$ cat src/cpu_config.svh
// Widths, depths and opcode values shared by the RTL and the testbench
// Opcodes not listed here execute as no-ops
`ifndef CPU_CONFIG_SVH
`define CPU_CONFIG_SVH

`define DATA_WIDTH      16
`define INSTR_WIDTH     32
`define REG_ADDR_WIDTH  5
`define IMEM_ADDR_WIDTH 8
`define DMEM_ADDR_WIDTH 6

`define NUM_REGS        32
`define IMEM_DEPTH      256
`define DMEM_DEPTH      64

`define OP_ADD   4'd0
`define OP_SUB   4'd1
`define OP_AND   4'd2
`define OP_OR    4'd3
`define OP_XOR   4'd4
`define OP_SHL   4'd5
`define OP_ADDI  4'd6
`define OP_LOAD  4'd7
`define OP_STORE 4'd8
`define OP_BZ    4'd9
`define OP_HALT  4'd15

`endif

$ cat src/cpuPkg.sv
// Vector types and the run-state encoding for the pipelined CPU
// Widths come from the config header
`include "cpu_config.svh"

package cpuPkg;

	// Operand or result
	typedef logic [`DATA_WIDTH-1:0] dataWord;

	// Instruction: op 31..28, rd 27..23, ra 22..18, rb 17..13, imm 15..0
	typedef logic [`INSTR_WIDTH-1:0] instrWord;

	typedef logic [`REG_ADDR_WIDTH-1:0] regAddr;

	// Instruction and data memory addresses
	typedef logic [`IMEM_ADDR_WIDTH-1:0] pcAddr;
	typedef logic [`DMEM_ADDR_WIDTH-1:0] dmemAddr;

	typedef logic [3:0] opCode;

	// Fetch state: loading, running, or stopped after HALT
	typedef enum logic [1:0] {
		stIdle,
		stRun,
		stHalted
	} runState;

endpackage

$ cat src/executeStage.sv
// Execute, memory access and writeback control, all combinational
// Writeback is held off while stalled so a frozen instruction commits once
`timescale 1ns/1ps
`include "cpu_config.svh"

module executeStage
	import cpuPkg::*;
(
	input  logic    exValid,
	input  opCode   exOp,
	input  regAddr  exRd,
	input  dataWord exA,
	input  dataWord exB,
	input  dataWord exStoreVal,
	input  dataWord exImm,
	input  pcAddr   exPc,
	input  dataWord loadData,
	input  logic    stall,
	output logic    wrEn,
	output regAddr  wrAddr,
	output dataWord wrData,
	output logic    memRead,
	output logic    memWrite,
	output dmemAddr memAddr,
	output dataWord memData,
	output logic    branchTaken,
	output pcAddr   branchTarget,
	output logic    haltSeen
);

	dataWord effAddr;

	// LOAD and STORE address is ra + imm, low bits only
	assign effAddr = exA + exImm;
	assign memAddr = effAddr[`DMEM_ADDR_WIDTH-1:0];
	assign memData = exStoreVal;

	assign memRead  = exValid && exOp == `OP_LOAD;
	assign memWrite = exValid && exOp == `OP_STORE;

	always_comb begin
		case (exOp)
			`OP_ADD:  wrData = exA + exB;
			`OP_SUB:  wrData = exA - exB;
			`OP_AND:  wrData = exA & exB;
			`OP_OR:   wrData = exA | exB;
			`OP_XOR:  wrData = exA ^ exB;
			`OP_SHL:  wrData = exA << exB[3:0];
			`OP_ADDI: wrData = effAddr;
			`OP_LOAD: wrData = loadData;
			default:  wrData = '0;
		endcase
	end

	// Destination 0 marks an op that writes nothing
	assign wrEn   = exValid && !stall && exRd != '0;
	assign wrAddr = exRd;

	// BZ target is relative to the next instruction
	assign branchTaken  = exValid && exOp == `OP_BZ && exA == '0;
	assign branchTarget = exPc + 1'b1 + exImm[`IMEM_ADDR_WIDTH-1:0];
	assign haltSeen     = exValid && exOp == `OP_HALT;

endmodule

$ cat config.mk
export PLATFORM = sky130hd
export DESIGN_NAME = executeStage
export DESIGN_NICKNAME = d
export VERILOG_FILES = /design/src/cpuPkg.sv /design/src/executeStage.sv
export VERILOG_INCLUDE_DIRS = /design/src /design/src/src
export SDC_FILE = /design/constraint.sdc
export NUM_CORES = 1
export LEC_CHECK = 0
export BUFFER_PORTS_ARGS = -buffer_cell sky130_fd_sc_hd__buf_4
export CAP_MARGIN = 20
export CORE_MARGIN = 2
export CORE_UTILIZATION = 30
export DETAILED_ROUTE_END_ITERATION = 16
export PLACE_DENSITY_LB_ADDON = 0.1
export SYNTH_ARGS = -nofsm -noshare
export SYNTH_HDL_FRONTEND = slang
export SYNTH_SLANG_ARGS = --single-unit
$ cat constraint.sdc
create_clock -name vclk -period 5.7
set_clock_uncertainty 0.1 [all_clocks]
set_input_delay 0.855 -clock vclk [all_inputs]
set_output_delay 0.855 -clock vclk [all_outputs]
set_load 0.01 [all_outputs]
==> results.toml <==
[status]
status = "complete, no violations"

[yosys]
netlist_area_mm2 = 0.00411
ys.warnings.count = 0
synth_cell_types = 60
postSynthCellCount = 568
synth_top_area_share_pct = 21.6
postSynthAreaPerCell_um2 = 7.23
yosys.area.top_type = "ha_1"
ys_seq_area_share_pct = 0
synth_nets = 741
synthTopCellsByArea = "ha_1 (22%), xnor2_1 (6.8%), a21oi_1 (5.5%), mux2i_1 (5.4%), buf_4 (4.0%)"

[grt]
met1_usage_pct = 28.2
grt-ovfl-total = 0
grt_pass1_vias = 4494
antenna_found_initial = 0
grt_max_degree = 26
grt-busiest-layer = "met2"
met3_usage_pct = 1.83
grt_usage_pct = 21.0
use_met2_pct = 36.8
grt_pass1_wl_um = 24200

[placement]
port_buffers = 123
gp_congestion = 0.923
place_hpwl_um = 13000

[critical_path]
crit_type = "in2out"
cp_slowest_cell = "or3_1"
start_kind = "primary input"
crit_arrival_ns = 4.18
crit_path_cell_trace = "buf_4, inv_2, ha_1, nand2_1, or3_1, o31ai_1, xnor2_1, ha_1, a21oi_1, nor2_1, a211oi_1, o21ai_0, nand2_1, xnor2_1, o221ai_1, buf_4"
crit_required_ns = 4.74
cp-end-kind = "output pin"
slowest_delay_ns = 0.41
cp_max_fo = 19

[floorplan]
ios = 155
num_rows = 42
die_x_um = 121
initial_utilization_pct = 30.9
core_mm2 = 0.0133
fp.dieH_um = 121
dieArea_mm2 = 0.0146

[routing]
drc = 0
drt-vias-per-instance = 5.47
totalWireLength_um = 15700
dr.pass1.iters = 5
first_iter_violations = 259
vias = 4504
ant_nets = 0
post_drt_wl_per_cell_um = 19.1

[layout]
final_common_cell = "buf_4"
clkbuf_count = 0
drive_above_1_share_pct = 23.3
diodes = 0
nets = 822
seq_area_um2 = 0
layout_common_cells = "buf_4 (126), ha_1 (71), a21oi_1 (45)"
syn_to_final_growth_pct = 21.5
design.seq.count = 0

[timing]
rsz0062_at_grt = "false"
setup_violations = 0
hold_viol = 0
holdWs_ns = 1.61
final-max-slew-violation-count = 0
max_freq_ghz = 0.195
period_share_pct = 90.2
tns_ns = 0
post-route-min-period_ns = 5.14
worst_pin_slew_ns = 1.12
timing.slew.headroom_pct = 25.1

[hold_path]
hold_end = "memData[0]"
worstHoldPathCells = 0
min_path_type = "in2out"
hp-start = "exStoreVal[0]"

[cts]
post_cts_resized = 0
post-cts-setup-buffers = 0
cts.hold.buffers_added = 0

[power_and_ir_drop]
peakVddDrop_mv = 0.0452
power.leakage_nw = 2.38
p_per_area_mw_per_mm2 = 103

[job]
maxCapViolCount = 0
## kinds of logic after synthesis
| logic type | synth area share [%] |
|---|---|
| compound gates | 27.2 |
| xor+xnor | 9.81 |
| fa+ha+maj | 23.1 |
| buf+inv | 11.3 |
| mux | 9.20 |
| simple gates | 19.4 |
## cells in the mapped netlist (10+ instances only)
library cell  number
xnor2_1           32
inv_1             44
buf_4             22
nor2_1            35
nor3_1            12
mux2i_1           22
ha_1              71
a21oi_1           45
nand2_1           41
or3_1             10
o22ai_1           10
o21ai_0           24
xor2_1            14
clkbuf_1          14
o211ai_1          14
## metrics by stage
step	power, mW	instances	cell area [um2]	util (%)	worst slack, ns
floorplan	0.327	568	4110	-	1.10
global placement	0.514	823	4990	37.5	0.676
detailed placement	0.514	823	4990	37.5	0.603
CTS	0.517	823	4990	37.5	0.585
global route	0.569	823	4990	37.5	0.261
finish	0.515	823	4990	37.5	0.560
## layer usage
metal	part of all wire, %	wire, um
met1	45	7040
met2	47	7410
met3	6.3	996
met4	1.9	293
met5	0	0
## how the worst max path moves through the flow
stage                      end  startpoint  slack [ns]  depth (start not counted)
floorplan           wrData[15]      exB[1]        1.10                         15
global placement    wrData[15]      exB[1]        0.68                         16
detailed placement  wrData[15]      exB[1]        0.60                         16
CTS                 wrData[15]      exB[1]        0.58                         16
global route        wrData[15]      exB[1]        0.26                         16
finish              wrData[15]      exB[1]        0.56                         16
## power by group
part	total (mW)	switching [mW]	leakage, nW	internal (mW)
logic	0.515	0.282	2.38	0.234
clock network	0	0	0	0
registers	0	0	0	0
total	0.515	0.282	2.38	0.234
## critical path, delay by kind of cell
kind                     cells  cell delay, ns
XOR/XNOR                     2            0.31
AO/OA/AOI/OAI                5            1.08
buffers and inverters        3            0.65
AND/OR/NAND/NOR              4            0.68
adder cells (fa/ha/maj)      2            0.59
## cell type report
cell class | instances | area (um2)
Multi-Input combinational cell | 473 | 3640
Timing Repair Buffer | 126 | 946
Tap cell | 176 | 220
Fill cell | 1458 | 8310
Inverter | 48 | 180
Note: power is estimated with default switching activity, not from simulation.
