--- config.mk ---
export PLATFORM = sky130hd
export DESIGN_NAME = decodeStage
export DESIGN_NICKNAME = d
export VERILOG_FILES = /design/src/cpuPkg.sv /design/src/decodeStage.sv
export VERILOG_INCLUDE_DIRS = /design/src /design/src/src
export SDC_FILE = /design/constraint.sdc
export NUM_CORES = 1
export LEC_CHECK = 0
export ABC_AREA = 1
export BUFFER_PORTS_ARGS = -buffer_cell sky130_fd_sc_hd__buf_2
export CAP_MARGIN = 20
export CORE_ASPECT_RATIO = 0.7
export CORE_MARGIN = 2
export CORE_UTILIZATION = 40
export DETAILED_ROUTE_END_ITERATION = 7
export PLACE_DENSITY = 0.77
export SYNTH_ARGS = -nofsm -noshare
export SYNTH_HDL_FRONTEND = slang
export SYNTH_SLANG_ARGS = --single-unit
--- constraint.sdc ---
create_clock -name clk -period 3.2 [get_ports clk]
set_clock_uncertainty 0.05 [all_clocks]
set_input_delay 0.16 -clock clk [delete_from_list [all_inputs] [get_ports clk]]
set_output_delay 0.16 -clock clk [all_outputs]
set_load 0.05 [all_outputs]
--- src/cpu_config.svh ---
// Widths, depths and opcode values shared by the RTL and the testbench
// Opcodes not listed here execute as no-ops
`ifndef CPU_CONFIG_SVH
`define CPU_CONFIG_SVH

`define DATA_WIDTH      16
`define INSTR_WIDTH     32
`define REG_ADDR_WIDTH  5
`define IMEM_ADDR_WIDTH 8
`define DMEM_ADDR_WIDTH 6

`define NUM_REGS        32
`define IMEM_DEPTH      256
`define DMEM_DEPTH      64

`define OP_ADD   4'd0
`define OP_SUB   4'd1
`define OP_AND   4'd2
`define OP_OR    4'd3
`define OP_XOR   4'd4
`define OP_SHL   4'd5
`define OP_ADDI  4'd6
`define OP_LOAD  4'd7
`define OP_STORE 4'd8
`define OP_BZ    4'd9
`define OP_HALT  4'd15

`endif

--- src/cpuPkg.sv ---
// Vector types and the run-state encoding for the pipelined CPU
// Widths come from the config header
`include "cpu_config.svh"

package cpuPkg;

	// Operand or result
	typedef logic [`DATA_WIDTH-1:0] dataWord;

	// Instruction: op 31..28, rd 27..23, ra 22..18, rb 17..13, imm 15..0
	typedef logic [`INSTR_WIDTH-1:0] instrWord;

	typedef logic [`REG_ADDR_WIDTH-1:0] regAddr;

	// Instruction and data memory addresses
	typedef logic [`IMEM_ADDR_WIDTH-1:0] pcAddr;
	typedef logic [`DMEM_ADDR_WIDTH-1:0] dmemAddr;

	typedef logic [3:0] opCode;

	// Fetch state: loading, running, or stopped after HALT
	typedef enum logic [1:0] {
		stIdle,
		stRun,
		stHalted
	} runState;

endpackage

--- src/decodeStage.sv ---
// Decode and register read, with forwarding from execute
// STORE reads rd on the second port, other ops read rb
// Non-writing ops carry destination 0, so execute never commits them
`timescale 1ns/1ps
`include "cpu_config.svh"

module decodeStage
	import cpuPkg::*;
(
	input  logic     clk,
	input  logic     rstN,
	input  logic     stall,
	input  logic     flush,
	input  logic     fetchValid,
	input  instrWord fetchInstr,
	output regAddr   rdAddrA,
	output regAddr   rdAddrB,
	input  dataWord  rdDataA,
	input  dataWord  rdDataB,
	input  logic     fwdEn,
	input  regAddr   fwdAddr,
	input  dataWord  fwdData,
	output logic     exValid,
	output opCode    exOp,
	output regAddr   exRd,
	output dataWord  exA,
	output dataWord  exB,
	output dataWord  exStoreVal,
	output dataWord  exImm,
	output pcAddr    exPc,
	input  pcAddr    fetchPc
);

	opCode   op;
	regAddr  rd;
	regAddr  ra;
	regAddr  rb;
	dataWord imm;
	dataWord opA;
	dataWord opB;
	logic    writesReg;

	assign op  = fetchInstr[31:28];
	assign rd  = fetchInstr[27:23];
	assign ra  = fetchInstr[22:18];
	assign rb  = fetchInstr[17:13];
	assign imm = fetchInstr[15:0];

	assign rdAddrA = ra;
	assign rdAddrB = (op == `OP_STORE) ? rd : rb;

	// Result being written this cycle is not yet in the register file
	assign opA = (fwdEn && fwdAddr != '0 && fwdAddr == rdAddrA) ? fwdData : rdDataA;
	assign opB = (fwdEn && fwdAddr != '0 && fwdAddr == rdAddrB) ? fwdData : rdDataB;

	always_comb begin
		case (op)
			`OP_ADD, `OP_SUB, `OP_AND, `OP_OR, `OP_XOR,
			`OP_SHL, `OP_ADDI, `OP_LOAD: writesReg = 1'b1;
			default:                     writesReg = 1'b0;
		endcase
	end

	always_ff @(posedge clk) begin
		if (!rstN)
			exValid <= 1'b0;
		else if (!stall)
			exValid <= fetchValid && !flush;
	end

	always_ff @(posedge clk) begin
		if (!stall) begin
			exOp       <= op;
			exRd       <= writesReg ? rd : '0;
			exA        <= opA;
			exB        <= opB;
			exStoreVal <= (op == `OP_STORE) ? opB : '0;
			exImm      <= imm;
			exPc       <= fetchPc;
		end
	end

endmodule

==> metrics.md, run 1 <==
| Metric | Value |
|---|---|
| Status | `finished clean` |
| GR Util All Layers | `0.190` |
| Asr flop ratio synth | `0` |
| R2R cell count | `2` |
| Num rows | `28` |
| Port buffer count | `190` |
| Vias | `3063` |
| Unrepaired setup endpoints after global routing | `false` |
| Worst path required time | `3.34 ns` |
| Htree depth | `3` |
| Part of the power in combinational logic | `0.223` |
| Via density | `4.63` |
| Commonest non-fill, non-tap cell in the layout | `buf_2` |
| CTS tree | `yes` |
| Slew @ Worst Pin | `0.655 ns` |
| Grt met2 use | `0.339` |
| XOR/XNOR Fraction of Synth Area | `0.0122` |
| Drt wl/cell | `14.3 microns` |
| Syn Std Cell Area | `0.00358 sq mm` |
| Post-Syn Nets | `421` |
| Final Max Slew Viols | `0` |
| Critical path arrival | `2.68 ns` |
| Pin count of the biggest net entering global routing | `45` |
| First-pass GRT wire length | `14000 microns` |
| Worst-path cell chain | `dlygate4sd3_1 -> buf_2 -> nor2_2 -> nand2_4 -> nand2_2 -> nand2_2 -> nand2_1 -> nand2_2 -> nor2_8 -> nand3_4 -> nand2_1 -> nand2_1 -> nor2_1` |
| EDFF count, synth | `81` |
| Synth Instances | `322` |
| Post-Synth Adder-Cell Area | `0` |
| Die X-Extent | `117 microns` |
| # DRC | `0` |
| Clk buf depth | `2` |
| # setup viols final | `0` |
| Synthesis-stage register bit count | `82` |
| Die ar. | `0.00974 sq mm` |
| Post-Synth Simple-Gate Area | `0.185` |
| Mux cell area share after synthesis | `0` |
| CP max stage delay | `0.54 ns` |
| Headroom to the max-slew limit | `0.563` |
| Initial antenna violation count | `0` |
| Pleak | `2.57 nW` |
| Worst hold margin | `0.0156 ns` |
| R2r setup slk | `2.50 ns` |
| Gr busiest metal | `met2` |
| Core area | `0.00858 sq mm` |
| FF-to-FF End | `exValid` |
| Minimum clock period | `2.55 ns` |
| Post-synth cell types | `23` |
| Clk network pwr share | `0.330` |
| MaxCap Viol Count | `0` |
| Max Freq | `0.393 GHz` |
| Ratio of cells with drive above 1 in the final layout | `0.406` |
| Leading cell types in the layout, fill and taps excluded | `buf_2 (190), edfxtp_1 (81), nand2_1 (65), inv_1 (64), dlygate4sd3_1 (26)` |
| Main combinational cell family by area after synthesis | `simple AND/OR/NAND/NOR gates` |
| Dpl hpwl | `6700 microns` |
| Final WL | `9450 microns` |
| CP max stage cell | `dlygate4sd3_1` |
| Drt pass-1 iters | `4` |
| Number of global-route vias before repair | `2966` |
| NetSw | `930 uW` |
| Crit share post-route | `0.795` |
| Int Pwr | `1.97 mW` |
| Compound-Gate Fraction of Synth Area | `0.0251` |
| Crit. End Element | `flip-flop` |
| DRT antenna net count | `0` |
| Cell Pwr Density | `561 mW/mm^2` |
| Critical Setup Path Class | `input pin to flip-flop` |
| TritonCTS Buffers | `9` |
| Iter 0 DRT Violations | `168` |
| Seq/Total Area, Yosys | `0.685` |
| Initial Util | `0.417` |
| Met1 usage | `0.209` |
| Start point of the critical path | `fetchInstr[30]` |
| Fin. Hold Viols | `0` |
| Hold path depth | `3` |
| CTS Root Buffer Type | `clkbuf_16` |
| Antenna cells | `0` |
| FF-to-FF Start | `exValid` |
| Hold Crit Class | `input pin to flip-flop` |
| Syn avg cell area | `11.1 sq um` |
| TNS Setup | `0 ns` |
| Post-CTS Setup Repair Bufs | `0` |
| Gr ovfl total | `0` |
| Fin nets | `636` |
| Area grow syn2layout | `44.2%` |
| Clock Latency Late Sink | `0.33 ns` |
| RePlAce Congestion | `0.756` |
| Max FO, Critical Path | `25` |
| Worst Setup EP | `exStoreVal[15]` |
| Ys flop type | `edfxtp_1` |
| Worst setup SP type | `input pin` |
| Sw Share | `0.321` |
| IO Count | `191` |
| Met3 GRT Util | `0.0664` |
| Die height | `83.2 microns` |
| Worst vdd ir | `0.290 mV` |
| CTS sink cnt | `82` |
| Synth warnings | `0` |
| Worst-path clk slew | `0.06 ns` |
| Seq pwr share | `0.446` |
-- Yosys cell counts, types with 2 or more instances --
cell,instances,share of area
clkbuf_1,4,0.0042
nor2_1,25,0.026
nand2_1,65,0.068
o21ai_0,17,0.024
xor2_1,3,0.0073
buf_2,3,0.0042
nor2_8,2,0.011
nand2_2,4,0.0070
nand3_1,18,0.025
xnor2_1,2,0.0049
nor2_4,2,0.0063
nand4_1,17,0.030
inv_1,65,0.068
buf_4,6,0.013
edfxtp_1,81,0.68
-- area by class of cell --
class                   count  area [sq um]
clock buffers              10           229
clock inverters             6          51.3
fillers                   732          3420
inverters                  66           249
multi-input cells         160           796
flip-flops and latches     82          2450
well taps                 120           150
repair buffers            218          1240
-- metal layers --
metal	up-vias	routed length, microns	part of all wire
met5	-	0	0
met4	0	123	0.013
met3	10	874	0.092
met2	149	4680	0.49
met1	1421	3780	0.40
li1	1483	-	-
-- power groups by stage --
| stage | clock (mW) | combinational, mW | sequential (mW) |
|---|---|---|---|
| 3_5_place_dp | 0 | 0.624 | 1.32 |
| 5_1_grt | 1.02 | 0.686 | 1.30 |
| 2_1_floorplan | 0 | 0.146 | 1.62 |
| 3_3_place_gp | 0 | 0.616 | 1.31 |
| 6_report | 0.958 | 0.647 | 1.29 |
| 4_1_cts | 0.986 | 0.649 | 1.30 |
-- critical path: cells and delay by family --
kind / cells / cell delay, ns
AND/OR/NAND/NOR: 11 / 1.84
buffers and inverters: 2 / 0.68
-- flip-flops by register name, summed over array words and instances (netlist names) --
| signal | cells |
|---|---|
| exValid | 1 |
| exB | 16 |
| exImm | 16 |
| exRd | 5 |
| exPc | 8 |
| exA | 16 |
| exStoreVal | 16 |
| exOp | 4 |
-- worst min-delay path by stage --
| stage | start | endpoint |
|---|---|---|
| after floorplan | fetchInstr[0] | exImm[0] |
| after CTS | fetchValid | exValid |
| after global placement | fetchInstr[9] | exImm[9] |
| final | fetchValid | exValid |
| after detailed placement | fetchInstr[10] | exImm[10] |
| after global routing | fetchInstr[28] | exOp[0] |
-- timing repair --
| action | 4_1_cts | 5_1_grt |
|---|---|---|
| gates resized for setup | 0 | 0 |
| endpoints found under the setup margin | 0 | 0 |
| hold endpoints to repair | 26 | 0 |
| hold buffers | 26 | 0 |
-- stage by stage --
| stage | setup slack, ns | instance area, sq um | utilization | total power, mW | cells |
|---|---|---|---|---|---|
| after floorplan | 0.976 | 3580 | - | 1.76 | 322 |
| after CTS | 0.658 | 5170 | 0.602 | 2.93 | 662 |
| after global routing | 0.442 | 5170 | 0.602 | 3.01 | 662 |
| after detailed placement | 0.872 | 4630 | 0.539 | 1.94 | 620 |
| final | 0.655 | 5170 | 0.602 | 2.90 | 662 |
| after global placement | 1.01 | 4630 | 0.539 | 1.93 | 620 |
-- cells by family (layout without fill, tap and decap cells) --
family	Yosys count	after routing
buffers and inverters	80	300
flip-flops	82	82
AO/OA/AOI/OAI	18	18
AND/OR/NAND/NOR	137	137
XOR/XNOR	5	5
Power figures use the tool's default switching activity.
==> run 2: changes to the inputs <==
--- a/config.mk
+++ b/config.mk
@@ -6,14 +6,14 @@
 export SDC_FILE = /design/constraint.sdc
 export NUM_CORES = 1
 export LEC_CHECK = 0
-export ABC_AREA = 1
+export ABC_AREA = 0
 export BUFFER_PORTS_ARGS = -buffer_cell sky130_fd_sc_hd__buf_2
 export CAP_MARGIN = 20
 export CORE_ASPECT_RATIO = 0.7
 export CORE_MARGIN = 2
 export CORE_UTILIZATION = 40
 export DETAILED_ROUTE_END_ITERATION = 7
-export PLACE_DENSITY = 0.77
+export PLACE_DENSITY = 0.8
 export SYNTH_ARGS = -nofsm -noshare
 export SYNTH_HDL_FRONTEND = slang
 export SYNTH_SLANG_ARGS = --single-unit
==> constraint.sdc (replaced) <==
create_clock -name clk -period 2.2 [get_ports clk]
set_clock_uncertainty 0.05 [all_clocks]
set_input_delay 0.11 -clock clk [delete_from_list [all_inputs] [get_ports clk]]
set_output_delay 0.11 -clock clk [all_outputs]
set_load 0.05 [all_outputs]
==> run 2 against run 1 <==
Worst setup slack got worse by 0.49 ns. Synthesized cell count shrank 34%. Cell count fell by 14%. Critical path type unchanged. Largest power group unchanged.
==> metrics.md, run 2 <==
| Metric | Value |
|---|---|
| Die X-Extent | `116 microns (was 117 microns)` |
| Resized Gates After CTS | `0 (unchanged)` |
| Worst-path clk slew | `0.06 ns (about the same)` |
| Leading cell types in the layout, fill and taps excluded | `buf_2 (190), edfxtp_1 (81), nand2_1 (32), dlygate4sd3_1 (28), mux2i_1 (20) (was buf_2 (190), edfxtp_1 (81), nand2_1 (65), inv_1 (64), dlygate4sd3_1 (26))` |
| Port buffer count | `190 (unchanged)` |
| Core area | `0.00851 sq mm (was 0.00858 sq mm)` |
| Fin. Hold Viols | `0 (unchanged)` |
| MaxCap Viol Count | `0 (unchanged)` |
| CTS Root Buffer Type | `clkbuf_16 (unchanged)` |
| Minimum clock period | `2.03 ns` |
| Commonest non-fill, non-tap cell in the layout | `buf_2 (unchanged)` |
| RePlAce Congestion | `0.782 (was 0.756)` |
| Post-synth top area cell | `edfxtp_1 (unchanged)` |
| Asr flop ratio synth | `0 (unchanged)` |
| Antenna cells | `0 (unchanged)` |
| Clk buf depth | `2 (unchanged)` |
| IO Count | `191 (unchanged)` |
| Critical path arrival | `2.06 ns (was 2.68 ns)` |
| Gr ovfl total | `0 (unchanged)` |
| Final Cell Area | `0.00526 sq mm (was 0.00517 sq mm)` |
| Hold Crit Class | `input pin to flip-flop (unchanged)` |
| Clock Latency Late Sink | `0.33 ns (about the same)` |
| Critical Setup Path Class | `input pin to flip-flop (unchanged)` |
| Max Freq | `0.491 GHz` |
| CP max stage cell | `mux2i_1 (was dlygate4sd3_1)` |
| Synth warnings | `0 (unchanged)` |
| Main area contributors after synthesis | `edfxtp_1 (69%), mux2_4 (6.0%), mux2_2 (5.7%) (was edfxtp_1 (68%), inv_1 (6.8%), nand2_1 (6.8%))` |
| Initial antenna violation count | `0 (unchanged)` |
| Slew @ Worst Pin | `0.423 ns (was 0.655 ns)` |
| Dpl hpwl | `6410 microns (was 6700 microns)` |
| Status | `finished clean (unchanged)` |
| Die ar. | `0.00960 sq mm (was 0.00974 sq mm)` |
| CP max stage delay | `0.30 ns (was 0.54 ns)` |
| Syn Std Cell Area | `0.00353 sq mm (was 0.00358 sq mm)` |
| Num rows | `28 (unchanged)` |
| Post-synth cell types | `24 (was 23)` |
| Number of global-route vias before repair | `2632 (was 2966)` |
| # DRC | `0 (unchanged)` |
| Crit share post-route | `0.925` |
| TNS Setup | `0 ns (unchanged)` |
| Pleak | `2.37 nW (was 2.57 nW)` |
| Area grow syn2layout | `49.0% (was 44.2%)` |
| Worst vdd ir | `0.468 mV (was 0.290 mV)` |
| Htree depth | `3 (unchanged)` |
| Crit. End Element | `flip-flop (unchanged)` |
| Ratio of cells with drive above 1 in the final layout | `0.570 (was 0.406)` |
| CP top delay family | `simple AND/OR/NAND/NOR gates (unchanged)` |
| Design Power | `4.13 mW (was 2.90 mW)` |
| Die height | `82.6 microns (was 83.2 microns)` |
| Iter 0 DRT Violations | `131 (was 168)` |
| Worst setup SP type | `input pin (unchanged)` |
| Initial Util | `0.414 (was 0.417)` |
| Top cells by count, synth | `edfxtp_1 (81), nand2_1 (32), mux2i_1 (20) (was edfxtp_1 (81), inv_1 (65), nand2_1 (65))` |
| Ys flop type | `edfxtp_1 (unchanged)` |
| Via density | `4.60 (was 4.63)` |
| Placed Area | `0.00470 sq mm (was 0.00463 sq mm)` |
| Hold_buf cts | `28 (was 26)` |
| # setup viols final | `0 (unchanged)` |
| Post-Syn Nets | `312 (was 421)` |
| Syn avg cell area | `16.6 sq um (was 11.1 sq um)` |
| GR Util All Layers | `0.179 (was 0.190)` |
| Seq/Total Area, Yosys | `0.695 (was 0.685)` |
| Cell Pwr Density | `786 mW/mm^2 (was 561 mW/mm^2)` |
| Area share of the largest cell type after synthesis | `0.689 (was 0.679)` |
| Synthesis-stage register bit count | `82 (unchanged)` |
| Buf+Inv Stages, Crit Path | `3 (was 2)` |
| Synth Instances | `213 (was 322)` |
| Top-count cell post-synth | `edfxtp_1 (unchanged)` |
| Post-CTS Setup Repair Bufs | `0 (unchanged)` |
| CTS sink cnt | `82 (unchanged)` |
| Worst-path cell chain | `buf_2 -> nor4b_4 -> buf_4 -> mux2i_1 -> xnor2_1 -> nor4_2 -> nand2_2 -> buf_12 -> mux2_4 (was dlygate4sd3_1 -> buf_2 -> nor2_2 -> nand2_4 -> nand2_2 -> nand2_2 -> nand2_1 -> nand2_2 -> nor2_8 -> nand3_4 -> nand2_1 -> nand2_1 -> nor2_1)` |
| Pin count of the biggest net entering global routing | `31 (was 45)` |
| Final Max Slew Viols | `0 (unchanged)` |
| TritonCTS Buffers | `9 (unchanged)` |
| Drt pass-1 iters | `4 (unchanged)` |
| Final WL | `8710 microns (was 9450 microns)` |
| Max FO, Critical Path | `16 (was 25)` |
| DRT antenna net count | `0 (unchanged)` |
| EDFF count, synth | `81 (unchanged)` |
| Unrepaired setup endpoints after global routing | `false (unchanged)` |
| Worst path required time | `2.23 ns (was 3.34 ns)` |
| Headroom to the max-slew limit | `0.717 (was 0.563)` |
| Fin nets | `541 (was 636)` |
| Drt wl/cell | `15.4 microns (was 14.3 microns)` |
| Vias | `2610 (was 3063)` |
| First-pass GRT wire length | `12500 microns (was 14000 microns)` |
| CTS tree | `yes (unchanged)` |
-- run 2: changes by cell type in the layout (fill, tap and decap cells not counted), moves of 6 or more --
cell and delta:
inv_1 -59, nand2_1 -33, nor2_1 -24, mux2i_1 +20, mux2_2 +18, nand3_1 -17
nand4_1 -17, o21ai_0 -16, mux2_4 +14, buf_4 +8, nor2b_1 +6, xnor2_1 +6
-- run 2: path summary, 6_finish.rpt --
kind	slack [ns]	to	startpoint	cells past startpoint
min	0.04	exA[3]	rdDataA[3]	2
max	0.17	exB[6]	fetchInstr[30]	9
max reg2reg	1.52	exValid	exValid	2
min reg2reg	0.49	exValid	exValid	2
-- run 2: cell families after synthesis --
group / Yosys count / share of synthesized area
AO/OA/AOI/OAI: 2 / 0.00283
XOR/XNOR: 10 / 0.0248
buffers and inverters: 20 / 0.0340
flip-flops: 82 / 0.695
multiplexers: 53 / 0.178
AND/OR/NAND/NOR: 46 / 0.0656
-- run 2: report_power, final --
part / total [mW] / switching [mW] / internal [mW]
Clock: 1.36 / 0.561 / 0.795
Sequential: 1.88 / 0.0298 / 1.85
Combinational: 0.898 / 0.636 / 0.263
Total: 4.13 / 1.23 / 2.91
-- run 2: per-layer routing --
layer | up-vias | wire length [microns] | global-route usage
li1 | 1241 | - | -
met3 | 10 | 787 | 0.0730
met1 | 1222 | 3280 | 0.180
met5 | - | 0 | 0
met2 | 137 | 4550 | 0.334
met4 | 0 | 89 | 0.0655
-- run 2: area by class of cell --
type,instances,area [sq um]
clock inverter,4,28.8
multi-input combinational,111,956
tap,120,150
fill,660,3260
sequential,82,2450
inverter,6,23.8
clock buffer,12,246
timing repair buffer,232,1400
-- run 2: stage by stage --
step / utilization / setup WS [ns] / instances / hold slack [ns]
after floorplan: - / 0.0366 / 213 / 0.159
after global placement: 0.552 / -0.100 / 523 / 0.236
after detailed placement: 0.552 / -0.208 / 523 / 0.238
after CTS: 0.617 / 0.148 / 567 / 0.0199
after global routing: 0.617 / 0.00688 / 567 / 0.0225
final: 0.617 / 0.165 / 567 / 0.0374
==> run 3: changes to the inputs <==
--- a/config.mk
+++ b/config.mk
@@ -7,7 +7,7 @@
 export NUM_CORES = 1
 export LEC_CHECK = 0
 export ABC_AREA = 0
-export BUFFER_PORTS_ARGS = -buffer_cell sky130_fd_sc_hd__buf_2
+export BUFFER_PORTS_ARGS = -buffer_cell sky130_fd_sc_hd__clkbuf_2
 export CAP_MARGIN = 20
 export CORE_ASPECT_RATIO = 0.7
 export CORE_MARGIN = 2
==> run 3 against run 2 <==
Maximum frequency is 1.7% higher. Clock power increased by 10%. Non-clock buffer count shrank 1. Sequential cell count is the same. Sequential share of layout area fell by 0.067 points. First-iteration DRC count down 18%. Sequential power hardly changed. Die area did not move. Via count rose by 0.23%. Combinational power shrank 0.6%. Global-route usage increased by 0.32 points. Clock-buffer cell count down 3. Largest power group unchanged. Highest routed layer unchanged.
==> metrics.md, run 3 (same netlist as run 2, synthesis figures left out) <==
| Metric | Value |
|---|---|
| Status | `finished clean (unchanged)` |
| Hold_buf cts | `28 (unchanged)` |
| Multi-input gate area | `956 sq um (unchanged)` |
| Crit share post-route | `0.910 (was 0.925)` |
| Resized Gates After CTS | `0 (unchanged)` |
| Placed Area | `0.00468 sq mm (was 0.00470 sq mm)` |
| Sw Share | `0.300 (was 0.297)` |
| Drt wl/cell | `15.6 microns (was 15.4 microns)` |
| Vias | `2616 (was 2610)` |
| Max Freq | `0.500 GHz (was 0.491 GHz)` |
| GR Util All Layers | `0.182 (was 0.179)` |
| # setup viols final | `0 (unchanged)` |
| DRT antenna net count | `0 (unchanged)` |
| Initial Util | `0.414 (unchanged)` |
| Drt pass-1 iters | `4 (unchanged)` |
| Pleak | `2.41 nW (was 2.37 nW)` |
| Worst-path clk slew | `0.06 ns (about the same)` |
| Clock Latency Late Sink | `0.33 ns (about the same)` |
| Design Power | `4.27 mW (was 4.13 mW)` |
| IO Count | `191 (unchanged)` |
| MaxCap Viol Count | `0 (unchanged)` |
| Ratio of cells with drive above 1 in the final layout | `0.572 (was 0.570)` |
| Layout Cells excl Fill | `566 (was 567)` |
| Int Pwr | `2.99 mW (was 2.91 mW)` |
| Part of the power in combinational logic | `0.209 (was 0.217)` |
| Leading cell types in the layout, fill and taps excluded | `clkbuf_2 (190), edfxtp_1 (81), nand2_1 (32), dlygate4sd3_1 (28), mux2i_1 (20) (was buf_2 (190), edfxtp_1 (81), nand2_1 (32), dlygate4sd3_1 (28), mux2i_1 (20))` |
| Worst setup SP type | `input pin (unchanged)` |
| Commonest non-fill, non-tap cell in the layout | `clkbuf_2 (was buf_2)` |
| RePlAce Congestion | `0.787 (was 0.782)` |
| Crit. End Element | `flip-flop (unchanged)` |
| Die X-Extent | `116 microns (unchanged)` |
| CTS tree | `yes (unchanged)` |
| Number of global-route vias before repair | `2591 (was 2632)` |
| Final WL | `8840 microns (was 8710 microns)` |
| CTS Root Buffer Type | `clkbuf_16 (unchanged)` |
| Headroom to the max-slew limit | `0.707 (was 0.717)` |
| Initial antenna violation count | `0 (unchanged)` |
| Via density | `4.62 (was 4.60)` |
| Die height | `82.6 microns (unchanged)` |
| Fin. Hold Viols | `0 (unchanged)` |
| Gr ovfl total | `0 (unchanged)` |
| Placed insts | `522 (was 523)` |
| Seq pwr share | `0.441 (was 0.455)` |
| Worst path required time | `2.23 ns (about the same)` |
| Max FO, Critical Path | `16 (unchanged)` |
| Core area | `0.00851 sq mm (unchanged)` |
| Post-CTS Setup Repair Bufs | `0 (unchanged)` |
| Htree depth | `3 (unchanged)` |
| Dpl hpwl | `6400 microns (was 6410 microns)` |
| Area grow syn2layout | `49.2% (was 49.0%)` |
| Unrepaired setup endpoints after global routing | `false (unchanged)` |
| Clk buf depth | `2 (unchanged)` |
| Hold Crit Class | `input pin to flip-flop (unchanged)` |
| TritonCTS Buffers | `9 (unchanged)` |
| Register area | `0.00245 sq mm (unchanged)` |
| Die ar. | `0.00960 sq mm (unchanged)` |
| Slew @ Worst Pin | `0.440 ns (was 0.423 ns)` |
| NetSw | `1.28 mW (was 1.23 mW)` |
| First-pass GRT wire length | `12800 microns (was 12500 microns)` |
| Num rows | `28 (unchanged)` |
| Port buffer count | `190 (unchanged)` |
| CTS sink cnt | `82 (unchanged)` |
| Clk network pwr share | `0.350 (was 0.328)` |
| Critical path arrival | `2.03 ns (was 2.06 ns)` |
| Worst vdd ir | `0.534 mV (was 0.468 mV)` |
| Final Max Slew Viols | `0 (unchanged)` |
| Antenna cells | `0 (unchanged)` |
| Pin count of the biggest net entering global routing | `82 (was 31)` |
| Filler instances | `641 (was 660)` |
| Iter 0 DRT Violations | `108 (was 131)` |
| Minimum clock period | `2.00 ns (was 2.03 ns)` |
| Fin nets | `540 (was 541)` |
| Final Cell Area | `0.00526 sq mm (about the same)` |
| Cell Pwr Density | `812 mW/mm^2 (was 786 mW/mm^2)` |
| # DRC | `0 (unchanged)` |
| Critical Setup Path Class | `input pin to flip-flop (unchanged)` |
[run 3: layer usage]
| layer | track usage | wire [microns] | up-vias |
|---|---|---|---|
| met2 | 0.332 | 4480 | 142 |
| met5 | 0 | 0 | - |
| met1 | 0.196 | 3380 | 1225 |
| li1 | - | - | 1237 |
| met3 | 0.0745 | 862 | 12 |
| met4 | 0.0512 | 108 | 0 |
[run 3: per-stage QoR]
| step | TNS (ns) | hold WS (ns) | worst slack, ns | utilization |
|---|---|---|---|---|
| after floorplan | 0 | 0.159 | 0.0366 | - |
| after global placement | -1.39 | 0.236 | -0.0898 | 0.550 |
| after detailed placement | -3.02 | 0.239 | -0.183 | 0.550 |
| after CTS | 0 | 0.0186 | 0.160 | 0.618 |
| after global routing | 0 | 0.0213 | 0.0186 | 0.618 |
| final | 0 | 0.0312 | 0.198 | 0.618 |
[run 3: power by group through the flow]
stage | Clock, mW | Sequential [mW] | Combinational (mW)
3_5_place_dp | 0 | 1.92 | 0.853
2_1_floorplan | 0 | 2.34 | 0.168
6_report | 1.50 | 1.88 | 0.893
4_1_cts | 1.54 | 1.89 | 0.895
3_3_place_gp | 0 | 1.91 | 0.841
5_1_grt | 1.60 | 1.90 | 0.934
[run 3: final cells by class]
type,count,area share
clock buffer,9,0.0428
tap,120,0.0285
sequential,82,0.466
clock inverter,7,0.0147
timing repair buffer,231,0.262
multi-input combinational,111,0.182
inverter,6,0.00452
[run 3: final timing paths]
check / start / to / slack, ns / depth (start not counted)
min: rdDataA[4] / exA[4] / 0.03 / 2
max: fetchInstr[30] / exB[5] / 0.20 / 9
min reg2reg: exValid / exValid / 0.47 / 2
max reg2reg: exValid / exValid / 1.54 / 2
[run 3: critical path: stages]
cell      delay (ns)
clkbuf_2        0.11
nor4b_4         0.28
buf_4           0.21
mux2i_1         0.28
xnor2_1         0.11
nor4_2          0.29
nand2_2         0.14
buf_12          0.19
mux2_4          0.30
